## config.mk

```make
export PLATFORM = sky130hd
export DESIGN_NAME = pp_array_top
export DESIGN_NICKNAME = d
export VERILOG_FILES = /design/src/pp_pkg.sv /design/src/load_sequencer.sv /design/src/table_store.sv /design/src/entry_decode.sv /design/src/column_execute.sv /design/src/result_collect.sv /design/src/pp_array_top.sv
export SDC_FILE = /design/constraint.sdc
export NUM_CORES = 2
export LEC_CHECK = 0
export BUFFER_PORTS_ARGS = -buffer_cell sky130_fd_sc_hd__buf_4
export CAP_MARGIN = 20
export CORE_ASPECT_RATIO = 0.8
export CORE_UTILIZATION = 60
export DETAILED_ROUTE_END_ITERATION = 10
export PLACE_DENSITY_LB_ADDON = 0.2
export SLEW_MARGIN = 30
export SYNTH_ARGS = -nofsm -noshare
export SYNTH_HDL_FRONTEND = slang
export SYNTH_SLANG_ARGS = --single-unit
```

## constraint.sdc

```tcl
create_clock -name clk -period 5.2 [get_ports clk]
set_input_delay 1.04 -clock clk [delete_from_list [all_inputs] [get_ports clk]]
set_output_delay 1.04 -clock clk [all_outputs]
set_load 0.02 [all_outputs]
```

## src/pp_pkg.sv

```systemverilog
package pp_pkg;

    // array geometry
    localparam int num_col = 3;
    // control bank 2c, immediate bank 2c+1
    localparam int num_bank = 2 * num_col;

    // word and address widths
    localparam int dwidth_data = 16;
    localparam int dwidth_rfadd = 5;
    // every table and the inbound buffer span the full address range
    localparam int num_entry_max = 2 ** dwidth_rfadd;

    // control word field widths
    localparam int dwidth_op = 3;
    localparam int dwidth_shamt = 4;

    // alu opcodes
    localparam logic [dwidth_op-1:0] op_add = 3'd0;
    localparam logic [dwidth_op-1:0] op_sub = 3'd1;
    localparam logic [dwidth_op-1:0] op_xor = 3'd2;
    localparam logic [dwidth_op-1:0] op_and = 3'd3;
    localparam logic [dwidth_op-1:0] op_pass = 3'd4;

    // loader fsm encoding
    localparam int dwidth_state = 3;
    localparam logic [dwidth_state-1:0] st_idle = 3'd0;
    // start seen high, waiting for the fall
    localparam logic [dwidth_state-1:0] st_hold = 3'd1;
    localparam logic [dwidth_state-1:0] st_config = 3'd2;
    localparam logic [dwidth_state-1:0] st_inbound = 3'd3;
    // one cycle, drives load_done
    localparam logic [dwidth_state-1:0] st_done = 3'd4;

    // control word, two views of the same 16 bits
    // top bit selects which view applies
    typedef union packed {
        struct packed {
            logic is_shift;
            logic [dwidth_op-1:0] op;
            logic [dwidth_data-dwidth_op-2:0] rsvd;
        } alu;
        struct packed {
            logic is_shift;
            // 1 = shift left, 0 = logical right
            logic left;
            logic [dwidth_shamt-1:0] amt;
            logic [dwidth_data-dwidth_shamt-3:0] rsvd;
        } shf;
    } ctrl_word_u;

endpackage

```

## src/load_sequencer.sv

```systemverilog
module load_sequencer (
    input  logic clk,
    input  logic rst,
    input  logic start,
    input  logic [pp_pkg::dwidth_rfadd-1:0] num_entry_config,
    input  logic [pp_pkg::dwidth_rfadd-1:0] num_entry_inbound,
    output logic [pp_pkg::dwidth_rfadd-1:0] wr_add,
    output logic [pp_pkg::num_bank-1:0] bank_wr_en,
    output logic [pp_pkg::dwidth_rfadd-1:0] inbound_wr_add,
    output logic inbound_wr_en,
    output logic load_take,
    output logic load_done
);
    import pp_pkg::*;

    // load order, per column: control 0..N-1, then immediate 0..N-1
    // after the last column: inbound 0..M-1

    logic [dwidth_state-1:0] state;
    logic [dwidth_state-1:0] next_state;
    logic [dwidth_rfadd-1:0] cfg_last;
    logic [dwidth_rfadd-1:0] inb_last;
    logic cfg_wrap;
    logic cfg_end;
    logic inb_end;

    assign cfg_last = num_entry_config - 1'b1;
    assign inb_last = num_entry_inbound - 1'b1;

    // table address about to wrap
    assign cfg_wrap = (state == st_config) && (wr_add == cfg_last);
    // wrap on the last bank ends the config phase
    assign cfg_end = cfg_wrap && bank_wr_en[num_bank-1];
    assign inb_end = (state == st_inbound) && (inbound_wr_add == inb_last);

    always_comb begin
        next_state = state;
        case (state)
            st_idle: begin
                if (start) begin
                    next_state = st_hold;
                end
            end
            st_hold: begin
                // falling edge of start
                if (!start) begin
                    next_state = st_config;
                end
            end
            st_config: begin
                if (cfg_end) begin
                    next_state = st_inbound;
                end
            end
            st_inbound: begin
                if (inb_end) begin
                    next_state = st_done;
                end
            end
            st_done: begin
                next_state = st_idle;
            end
            default: begin
                next_state = st_idle;
            end
        endcase
    end

    always_ff @(posedge clk) begin
        if (rst) begin
            state <= st_idle;
        end else begin
            state <= next_state;
        end
    end

    // table address and one-hot bank select
    always_ff @(posedge clk) begin
        if (rst) begin
            wr_add <= '0;
            bank_wr_en <= '0;
        end else if (state == st_hold && !start) begin
            wr_add <= '0;
            // first write goes to column 0 control
            bank_wr_en <= {{(num_bank-1){1'b0}}, 1'b1};
        end else if (cfg_wrap) begin
            wr_add <= '0;
            // top bank shifts out, leaving zero
            bank_wr_en <= bank_wr_en << 1;
        end else if (state == st_config) begin
            wr_add <= wr_add + 1'b1;
        end
    end

    // inbound address, starts at 0 on entry to st_inbound
    always_ff @(posedge clk) begin
        if (rst) begin
            inbound_wr_add <= '0;
        end else if (cfg_end) begin
            inbound_wr_add <= '0;
        end else if (state == st_inbound && !inb_end) begin
            inbound_wr_add <= inbound_wr_add + 1'b1;
        end
    end

    assign inbound_wr_en = (state == st_inbound);
    // host advances its word on every write
    assign load_take = (|bank_wr_en) | inbound_wr_en;
    assign load_done = (state == st_done);

endmodule

```

## src/table_store.sv

```systemverilog
module table_store (
    input  logic clk,
    input  logic [pp_pkg::num_bank-1:0] bank_wr_en,
    input  logic [pp_pkg::dwidth_rfadd-1:0] wr_add,
    input  logic inbound_wr_en,
    input  logic [pp_pkg::dwidth_rfadd-1:0] inbound_wr_add,
    input  logic [pp_pkg::dwidth_data-1:0] load_data,
    input  logic [pp_pkg::dwidth_rfadd-1:0] rd_add,
    input  logic [pp_pkg::dwidth_rfadd-1:0] inbound_rd_add,
    output logic [pp_pkg::num_col-1:0][pp_pkg::dwidth_data-1:0] ctrl_rd,
    output logic [pp_pkg::num_col-1:0][pp_pkg::dwidth_data-1:0] imm_rd,
    output logic [pp_pkg::dwidth_data-1:0] inbound_rd
);
    import pp_pkg::*;

    // one control and one immediate table per column
    logic [dwidth_data-1:0] ctrl_mem [num_col][num_entry_max];
    logic [dwidth_data-1:0] imm_mem [num_col][num_entry_max];
    logic [dwidth_data-1:0] inbound_mem [num_entry_max];

    // table writes, even bank = control, odd bank = immediate
    always_ff @(posedge clk) begin
        for (int c = 0; c < num_col; c++) begin
            if (bank_wr_en[2*c]) begin
                ctrl_mem[c][wr_add] <= load_data;
            end
            if (bank_wr_en[2*c+1]) begin
                imm_mem[c][wr_add] <= load_data;
            end
        end
    end

    // all columns share the read address
    always_ff @(posedge clk) begin
        for (int c = 0; c < num_col; c++) begin
            ctrl_rd[c] <= ctrl_mem[c][rd_add];
            imm_rd[c] <= imm_mem[c][rd_add];
        end
    end

    // inbound buffer
    always_ff @(posedge clk) begin
        if (inbound_wr_en) begin
            inbound_mem[inbound_wr_add] <= load_data;
        end
    end

    // one cycle read latency, same as the tables
    always_ff @(posedge clk) begin
        inbound_rd <= inbound_mem[inbound_rd_add];
    end

endmodule

```

## src/entry_decode.sv

```systemverilog
module entry_decode (
    input  logic clk,
    input  logic rst,
    input  logic run,
    input  logic [pp_pkg::dwidth_rfadd-1:0] num_entry_config,
    input  logic [pp_pkg::dwidth_rfadd-1:0] num_entry_inbound,
    input  logic [pp_pkg::num_col-1:0][pp_pkg::dwidth_data-1:0] ctrl_rd,
    input  logic [pp_pkg::num_col-1:0][pp_pkg::dwidth_data-1:0] imm_rd,
    input  logic [pp_pkg::dwidth_data-1:0] inbound_rd,
    output logic [pp_pkg::dwidth_rfadd-1:0] rd_add,
    output logic [pp_pkg::dwidth_rfadd-1:0] inbound_rd_add,
    output logic issue_valid,
    output logic [pp_pkg::num_col-1:0] is_shift,
    output logic [pp_pkg::num_col-1:0][pp_pkg::dwidth_op-1:0] op,
    output logic [pp_pkg::num_col-1:0] shift_left,
    output logic [pp_pkg::num_col-1:0][pp_pkg::dwidth_shamt-1:0] shift_amt,
    output logic [pp_pkg::num_col-1:0][pp_pkg::dwidth_data-1:0] imm,
    output logic [pp_pkg::dwidth_data-1:0] issue_data
);
    import pp_pkg::*;

    logic active;
    logic [dwidth_rfadd-1:0] cfg_last;
    logic [dwidth_rfadd-1:0] inb_last;
    ctrl_word_u cw [num_col];

    assign cfg_last = num_entry_config - 1'b1;
    assign inb_last = num_entry_inbound - 1'b1;

    // entry counter, table address runs modulo N
    always_ff @(posedge clk) begin
        if (rst) begin
            active <= 1'b0;
            rd_add <= '0;
            inbound_rd_add <= '0;
            issue_valid <= 1'b0;
        end else begin
            // read data lands one cycle after the address
            issue_valid <= active;
            if (!active) begin
                // run while busy never reaches here
                if (run) begin
                    active <= 1'b1;
                    rd_add <= '0;
                    inbound_rd_add <= '0;
                end
            end else if (inbound_rd_add == inb_last) begin
                active <= 1'b0;
            end else begin
                inbound_rd_add <= inbound_rd_add + 1'b1;
                rd_add <= (rd_add == cfg_last) ? '0 : rd_add + 1'b1;
            end
        end
    end

    // split each control word into alu and shift fields
    always_comb begin
        for (int c = 0; c < num_col; c++) begin
            cw[c] = ctrl_rd[c];
            is_shift[c] = cw[c].alu.is_shift;
            op[c] = cw[c].alu.op;
            shift_left[c] = cw[c].shf.left;
            shift_amt[c] = cw[c].shf.amt;
        end
    end

    assign imm = imm_rd;
    assign issue_data = inbound_rd;

endmodule

```

## src/column_execute.sv

```systemverilog
module column_execute (
    input  logic clk,
    input  logic rst,
    input  logic issue_valid,
    input  logic [pp_pkg::dwidth_data-1:0] issue_data,
    input  logic [pp_pkg::num_col-1:0] is_shift,
    input  logic [pp_pkg::num_col-1:0][pp_pkg::dwidth_op-1:0] op,
    input  logic [pp_pkg::num_col-1:0] shift_left,
    input  logic [pp_pkg::num_col-1:0][pp_pkg::dwidth_shamt-1:0] shift_amt,
    input  logic [pp_pkg::num_col-1:0][pp_pkg::dwidth_data-1:0] imm,
    output logic out_valid,
    output logic [pp_pkg::dwidth_data-1:0] out_data
);
    import pp_pkg::*;

    // stage c holds the value after column c
    logic [num_col-1:0] valid_pipe;
    logic [dwidth_data-1:0] data_pipe [num_col];
    // controls of the columns still ahead ride with the value
    logic [num_col-1:0] shift_pipe [num_col-1];
    logic [num_col-1:0][dwidth_op-1:0] op_pipe [num_col-1];
    logic [num_col-1:0] left_pipe [num_col-1];
    logic [num_col-1:0][dwidth_shamt-1:0] amt_pipe [num_col-1];
    logic [num_col-1:0][dwidth_data-1:0] imm_pipe [num_col-1];

    // one column's operation, arithmetic wraps at 16 bits
    function automatic logic [dwidth_data-1:0] apply_op(
        input logic [dwidth_data-1:0] value,
        input logic shf,
        input logic [dwidth_op-1:0] opc,
        input logic left,
        input logic [dwidth_shamt-1:0] amt,
        input logic [dwidth_data-1:0] operand
    );
        logic [dwidth_data-1:0] res;
        if (shf) begin
            res = left ? (value << amt) : (value >> amt);
        end else begin
            case (opc)
                op_add:  res = value + operand;
                op_sub:  res = value - operand;
                op_xor:  res = value ^ operand;
                op_and:  res = value & operand;
                op_pass: res = value;
                // unused opcodes pass the value through
                default: res = value;
            endcase
        end
        return res;
    endfunction

    always_ff @(posedge clk) begin
        if (rst) begin
            valid_pipe <= '0;
        end else begin
            valid_pipe <= {valid_pipe[num_col-2:0], issue_valid};
        end
    end

    always_ff @(posedge clk) begin
        // column 0 works straight off the decoder
        data_pipe[0] <= apply_op(issue_data, is_shift[0], op[0], shift_left[0],
                                 shift_amt[0], imm[0]);
        shift_pipe[0] <= is_shift;
        op_pipe[0] <= op;
        left_pipe[0] <= shift_left;
        amt_pipe[0] <= shift_amt;
        imm_pipe[0] <= imm;
        // later columns use the controls captured with this entry
        for (int c = 1; c < num_col; c++) begin
            data_pipe[c] <= apply_op(data_pipe[c-1], shift_pipe[c-1][c], op_pipe[c-1][c],
                                     left_pipe[c-1][c], amt_pipe[c-1][c], imm_pipe[c-1][c]);
        end
        for (int c = 1; c < num_col - 1; c++) begin
            shift_pipe[c] <= shift_pipe[c-1];
            op_pipe[c] <= op_pipe[c-1];
            left_pipe[c] <= left_pipe[c-1];
            amt_pipe[c] <= amt_pipe[c-1];
            imm_pipe[c] <= imm_pipe[c-1];
        end
    end

    assign out_valid = valid_pipe[num_col-1];
    assign out_data = data_pipe[num_col-1];

endmodule

```

## src/result_collect.sv

```systemverilog
module result_collect (
    input  logic clk,
    input  logic rst,
    input  logic out_valid,
    input  logic [pp_pkg::dwidth_data-1:0] out_data,
    input  logic [pp_pkg::dwidth_rfadd-1:0] num_entry_inbound,
    output logic result_valid,
    output logic [pp_pkg::dwidth_data-1:0] result_data,
    output logic run_done
);
    import pp_pkg::*;

    // results already presented in this run
    logic [dwidth_rfadd-1:0] res_count;
    logic last_result;

    // M-th result on the output this cycle
    assign last_result = result_valid && (res_count == num_entry_inbound - 1'b1);

    always_ff @(posedge clk) begin
        if (rst) begin
            result_valid <= 1'b0;
            res_count <= '0;
            run_done <= 1'b0;
        end else begin
            result_valid <= out_valid;
            run_done <= last_result;
            if (last_result) begin
                // ready for the next run
                res_count <= '0;
            end else if (result_valid) begin
                res_count <= res_count + 1'b1;
            end
        end
    end

    always_ff @(posedge clk) begin
        result_data <= out_data;
    end

endmodule

```

## src/pp_array_top.sv

```systemverilog
module pp_array_top (
    input  logic clk,
    input  logic rst,
    input  logic start,
    input  logic [pp_pkg::dwidth_rfadd-1:0] num_entry_config,
    input  logic [pp_pkg::dwidth_rfadd-1:0] num_entry_inbound,
    input  logic [pp_pkg::dwidth_data-1:0] load_data,
    output logic load_take,
    output logic load_done,
    input  logic run,
    output logic result_valid,
    output logic [pp_pkg::dwidth_data-1:0] result_data,
    output logic run_done
);
    import pp_pkg::*;

    // loader to store
    logic [dwidth_rfadd-1:0] wr_add;
    logic [num_bank-1:0] bank_wr_en;
    logic [dwidth_rfadd-1:0] inbound_wr_add;
    logic inbound_wr_en;
    // decoder and store
    logic [dwidth_rfadd-1:0] rd_add;
    logic [dwidth_rfadd-1:0] inbound_rd_add;
    logic [num_col-1:0][dwidth_data-1:0] ctrl_rd;
    logic [num_col-1:0][dwidth_data-1:0] imm_rd;
    logic [dwidth_data-1:0] inbound_rd;
    // decoder to pipeline
    logic issue_valid;
    logic [dwidth_data-1:0] issue_data;
    logic [num_col-1:0] is_shift;
    logic [num_col-1:0][dwidth_op-1:0] op;
    logic [num_col-1:0] shift_left;
    logic [num_col-1:0][dwidth_shamt-1:0] shift_amt;
    logic [num_col-1:0][dwidth_data-1:0] imm;
    // pipeline to collector
    logic out_valid;
    logic [dwidth_data-1:0] out_data;

    load_sequencer u_load_sequencer (
        .clk               (clk),
        .rst               (rst),
        .start             (start),
        .num_entry_config  (num_entry_config),
        .num_entry_inbound (num_entry_inbound),
        .wr_add            (wr_add),
        .bank_wr_en        (bank_wr_en),
        .inbound_wr_add    (inbound_wr_add),
        .inbound_wr_en     (inbound_wr_en),
        .load_take         (load_take),
        .load_done         (load_done)
    );

    table_store u_table_store (
        .clk            (clk),
        .bank_wr_en     (bank_wr_en),
        .wr_add         (wr_add),
        .inbound_wr_en  (inbound_wr_en),
        .inbound_wr_add (inbound_wr_add),
        .load_data      (load_data),
        .rd_add         (rd_add),
        .inbound_rd_add (inbound_rd_add),
        .ctrl_rd        (ctrl_rd),
        .imm_rd         (imm_rd),
        .inbound_rd     (inbound_rd)
    );

    entry_decode u_entry_decode (
        .clk               (clk),
        .rst               (rst),
        .run               (run),
        .num_entry_config  (num_entry_config),
        .num_entry_inbound (num_entry_inbound),
        .ctrl_rd           (ctrl_rd),
        .imm_rd            (imm_rd),
        .inbound_rd        (inbound_rd),
        .rd_add            (rd_add),
        .inbound_rd_add    (inbound_rd_add),
        .issue_valid       (issue_valid),
        .is_shift          (is_shift),
        .op                (op),
        .shift_left        (shift_left),
        .shift_amt         (shift_amt),
        .imm               (imm),
        .issue_data        (issue_data)
    );

    column_execute u_column_execute (
        .clk         (clk),
        .rst         (rst),
        .issue_valid (issue_valid),
        .issue_data  (issue_data),
        .is_shift    (is_shift),
        .op          (op),
        .shift_left  (shift_left),
        .shift_amt   (shift_amt),
        .imm         (imm),
        .out_valid   (out_valid),
        .out_data    (out_data)
    );

    result_collect u_result_collect (
        .clk               (clk),
        .rst               (rst),
        .out_valid         (out_valid),
        .out_data          (out_data),
        .num_entry_inbound (num_entry_inbound),
        .result_valid      (result_valid),
        .result_data       (result_data),
        .run_done          (run_done)
    );

endmodule

```

==> metrics.csv <==
stage;metric;value;unit
pwr;leakage;40.7;nW
worst_setup_path;ff2ff_setup_slack;1.08;ns
pwr;p_switching;11.0;mW
drt;wl;278000;um
grt;grt_max_degree;146;
min_path;holdPathStages;0;
clock_tree;clkSlewWorstSetupHoldPaths;0.07;ns
grt;gr-usage-all-layers;0.289;
floorplanning;dieHeight;396;um
pwr;power;49.2;mW
worst_setup_path;cp_max_fo;22;
sta;fmax;0.243;GHz
layout;finalNetCount;6071;
status;status;finished, final reports clean;
layout;syn2layout_area_growth;11.1;%
min_path;hold_class;register to register;
place;place_congestion;0.898;
worst_setup_path;crit_path_start_kind;register;
layout;layout-drive-gt1-share;0.281;
sta;finalClockSkew;0.0662;ns
pwr;seq_power_share;0.525;
clock_tree;clockBufferDepth;4;
pwr;ir_drop;346;uV
worst_setup_path;slowest_delay;0.52;ns
pwr;power_density;381;nW/um^2
floorplanning;die_x;494;um
sta;hold_viol;0;
worst_setup_path;ff2ff_path_depth;13;
min_path;min_from;u_column_execute.imm_pipe[0][37]$_DFF_P_;
sta;relSlewSlack;0.299;
yosys;ys_seq_elements;2877;
drt;initialDrtViolationCount;7285;
worst_setup_path;timing.rr.end;u_column_execute.data_pipe[2][15]$_DFF_P_;
yosys;synth_area;116000;sq um
layout;regArea;83900;sq um
worst_setup_path;critPathBufInv;2;
pwr;sw_frac_of_total;0.223;
yosys;ys.flop_type;edfxtp_1;
sta;post-route-period-util;0.792;
grt;grt.overflow.total;0;
sta;fin_setup_tns;0;ns
worst_setup_path;reg2reg_from;u_column_execute.op_pipe[0][17]$_DFF_P_;
sta;setup_viol;0;
sta;period_minus_slack;4.12;ns
yosys;synth_nets;5881;
pwr;clkPwrFrac;0.395;
sta;final_max_slew_viol_count;0;
worst_setup_path;critPathTopFamily;simple AND/OR/NAND/NOR gates;
worst_setup_path;cp_slowest_cell;or4b_1;
clock_tree;cts.sinks;2877;
worst_setup_path;required;5.98;ns
worst_setup_path;cp.arrival;4.90;ns
clock_tree;cts_hold_buffers;0;
yosys;synth-seq-area-share;0.721;
worst_setup_path;critPathKind;register to register;
drt;vias;58300;
floorplanning;die-area;196000;sq um
clock_tree;numCtsBuffers;288;
drt;viasPerCell;6.71;
clock_tree;clk_root_buffer_cell;clkbuf_16;
clock_tree;cts_resized;0;
clock_tree;cts_tree;yes;
yosys;synth_async_sr_flop_share;0;
sta;hold_slack;0.324;ns
worst_setup_path;cp_cell_sequence;buf_4, nor2_1, nand2_1, o21ai_0, inv_1, ha_1, nor2b_1, o21a_1, o21ai_0, a21oi_1, o41a_1, or4b_1, and4_1;
yosys;synth_edf_count;2624;
layout;multi_input_area;31200;sq um
grt;grt_antenna_before_repair;17;
clock_tree;cts_max_level;5;
place;port-buffer-count;49;
layout;fill_cells;12000;
grt;grt_first_pass_wirelength;405000;um
sta;worst_slew_pin_slew;1.05;ns
floorplanning;core-area;193000;sq um
place;place_ws;1.08;ns
yosys;synthCells;5739;
yosys;synth_cell_type_count;83;
clock_tree;post_cts_buffers;0;
yosys;syn_avg_cell_area;20.3;sq um
clock_tree;clk_latency;0.92;ns
drt;wl_per_cell;32.0;um
pwr;combinationalPowerShare;0.079;
drt;final_antenna_net_count;0;
layout;utilization;0.671;
floorplanning;initial_utilization;0.604;
job;drv_cap;0;
grt;grt_pass1_vias;57700;
min_path;hold_end;u_column_execute.imm_pipe[0][85]$_DFF_P_;
worst_setup_path;end_kind;register;
sta;setup_ws;1.08;ns
floorplanning;row_count;144;
pwr;p_int;38.2;mW
floorplanning;num_io_pins;50;
yosys;ys_warn_count;0;
drt;drc;0;
worst_setup_path;critical_path.most_common_cell;o21ai_0;
sta;rsz0062_at_grt;no;
drt;first_pass_iters;6;
place;dpl.hpwl;164000;um
power groups by stage:
| stage | Sequential [mW] | Clock [mW] | Combinational [mW] |
|---|---|---|---|
| floorplan | 26.1 | 0 | 2.63 |
| global placement | 26.4 | 0 | 3.83 |
| detailed placement | 26.4 | 0 | 3.86 |
| CTS | 25.9 | 19.7 | 3.88 |
| global route | 25.9 | 20.5 | 4.23 |
| finish | 25.9 | 19.4 | 3.91 |
sequential cells by signal (all words and copies together) (netlist names), 6 cells and up:
register / cells
u_table_store.imm_mem: 1536
u_table_store.ctrl_mem: 576
u_table_store.inbound_mem: 512
u_column_execute.data_pipe: 48
u_column_execute.imm_pipe: 48
u_table_store.imm_rd: 48
u_table_store.ctrl_rd: 18
u_result_collect.result_data: 16
u_table_store.inbound_rd: 16
u_column_execute.amt_pipe: 11
u_load_sequencer.bank_wr_en: 6
cells by family (layout without fill, tap and decap cells):
group	count (synthesis)	in the layout	share of synthesized area
flip-flops	2877	2877	0.721
multiplexers	1089	1089	0.188
AND/OR/NAND/NOR	729	729	0.0323
AO/OA/AOI/OAI	451	451	0.0250
buffers and inverters	366	759	0.0126
XOR/XNOR	115	115	0.00915
adder cells (fa/ha/maj)	112	112	0.0122
other	0	8	0
through the flow:
stage / area (sq um) / cells
6_report: 129000 / 8695
5_1_grt: 129000 / 8688
4_1_cts: 129000 / 8684
3_5_place_dp: 120000 / 8191
3_3_place_gp: 120000 / 8187
2_1_floorplan: 116000 / 5739
synth_stat cells (5+ instances only):
library cell	number	area, sq um
a211oi_1	30	225
a21o_1	28	210
a21oi_1	106	531
a221oi_1	12	105
a22o_1	5	43.8
a22oi_1	5	37.5
a31oi_1	18	113
and2_1	198	1240
and3_1	7	43.8
buf_1	41	154
buf_2	75	375
clkbuf_1	201	754
dfxtp_1	253	5060
edfxtp_1	2624	78800
ha_1	109	1360
inv_1	43	161
mux2_2	115	1290
mux2i_1	110	1100
mux4_2	864	19500
nand2_1	127	477
nand2b_1	33	206
nand3_1	21	105
nand3b_1	7	52.6
nand4_1	5	31.3
nor2_1	211	792
nor2b_1	21	131
nor3_1	29	145
nor3b_1	8	60.1
o211ai_1	26	195
o21a_1	6	45.0
o21ai_0	114	571
o221ai_1	9	78.8
o22ai_1	16	100
o311ai_0	9	78.8
o31ai_1	13	97.6
o41ai_1	8	70.1
or2_2	16	100
or3_1	14	87.6
or4_1	6	45.0
xnor2_1	60	526
xor2_1	51	447
how the worst max path moves through the flow:
stage / from / end / slack [ns] / cells past startpoint
2_1_floorplan: u_column_execute.op_pipe[0][17]$_DFF_P_ / u_column_execute.data_pipe[2][15]$_DFF_P_ / 1.84 / 13
3_3_place_gp: u_column_execute.op_pipe[0][17]$_DFF_P_ / u_column_execute.data_pipe[2][15]$_DFF_P_ / 1.09 / 13
3_5_place_dp: u_column_execute.op_pipe[0][17]$_DFF_P_ / u_column_execute.data_pipe[2][15]$_DFF_P_ / 1.08 / 13
4_1_cts: u_column_execute.op_pipe[0][17]$_DFF_P_ / u_column_execute.data_pipe[2][15]$_DFF_P_ / 1.05 / 13
5_1_grt: u_column_execute.op_pipe[0][17]$_DFF_P_ / u_column_execute.data_pipe[2][15]$_DFF_P_ / 0.81 / 13
6_report: u_column_execute.op_pipe[0][17]$_DFF_P_ / u_column_execute.data_pipe[2][15]$_DFF_P_ / 1.08 / 13
area by class of cell:
type                    count  share of cell area
diodes                      8            0.000155
clock buffers             371              0.0604
clock inverters           122             0.00667
inverters                  48             0.00139
multi-input cells        2496               0.241
flip-flops and latches   2877               0.649
well taps                2555              0.0247
repair buffers            218              0.0164
worst register-to-register path: stages, from the launching register on:
cell and delay (ns):
dfxtp_1 0.32, buf_4 0.20, nor2_1 0.48, nand2_1 0.37
o21ai_0 0.42, inv_1 0.10, ha_1 0.29, nor2b_1 0.13
o21a_1 0.18, o21ai_0 0.25, a21oi_1 0.19, o41a_1 0.37
or4b_1 0.52, and4_1 0.20
per-layer routing:
| metal | part of all wire | wire (um) | GRT usage |
|---|---|---|---|
| met1 | 0.42 | 116000 | 0.442 |
| met2 | 0.46 | 127000 | 0.427 |
| met3 | 0.10 | 28400 | 0.0656 |
| met4 | 0.026 | 7320 | 0.0703 |
| met5 | 0.000097 | 27 | 0 |
placed cells by master (no fill, tap or decap), types with 12 or more instances in the layout:
cell / synthesis / final
xor2_1: 51 / 51
nand2b_1: 33 / 33
mux4_2: 864 / 864
clkinv_2: 0 / 45
a31oi_1: 18 / 18
buf_12: 0 / 31
xnor2_1: 60 / 60
clkinv_1: 3 / 53
nor2_1: 211 / 198
buf_4: 0 / 172
a21o_1: 28 / 28
a211oi_1: 30 / 30
clkbuf_1: 201 / 66
o31ai_1: 13 / 13
inv_1: 43 / 43
edfxtp_1: 2624 / 2624
o21ai_0: 114 / 114
ha_1: 109 / 109
clkbuf_16: 0 / 298
and2_2: 0 / 79
o211ai_1: 26 / 26
nor2b_1: 21 / 21
nand3_1: 21 / 21
a21oi_1: 106 / 106
nand2_1: 127 / 127
and2_1: 198 / 119
mux2_2: 115 / 115
or3_1: 14 / 14
nor3_1: 29 / 29
mux2i_1: 110 / 110
or2_2: 16 / 16
a221oi_1: 12 / 12
dfxtp_1: 253 / 234
o22ai_1: 16 / 16
Power figures use the tool's default switching activity.
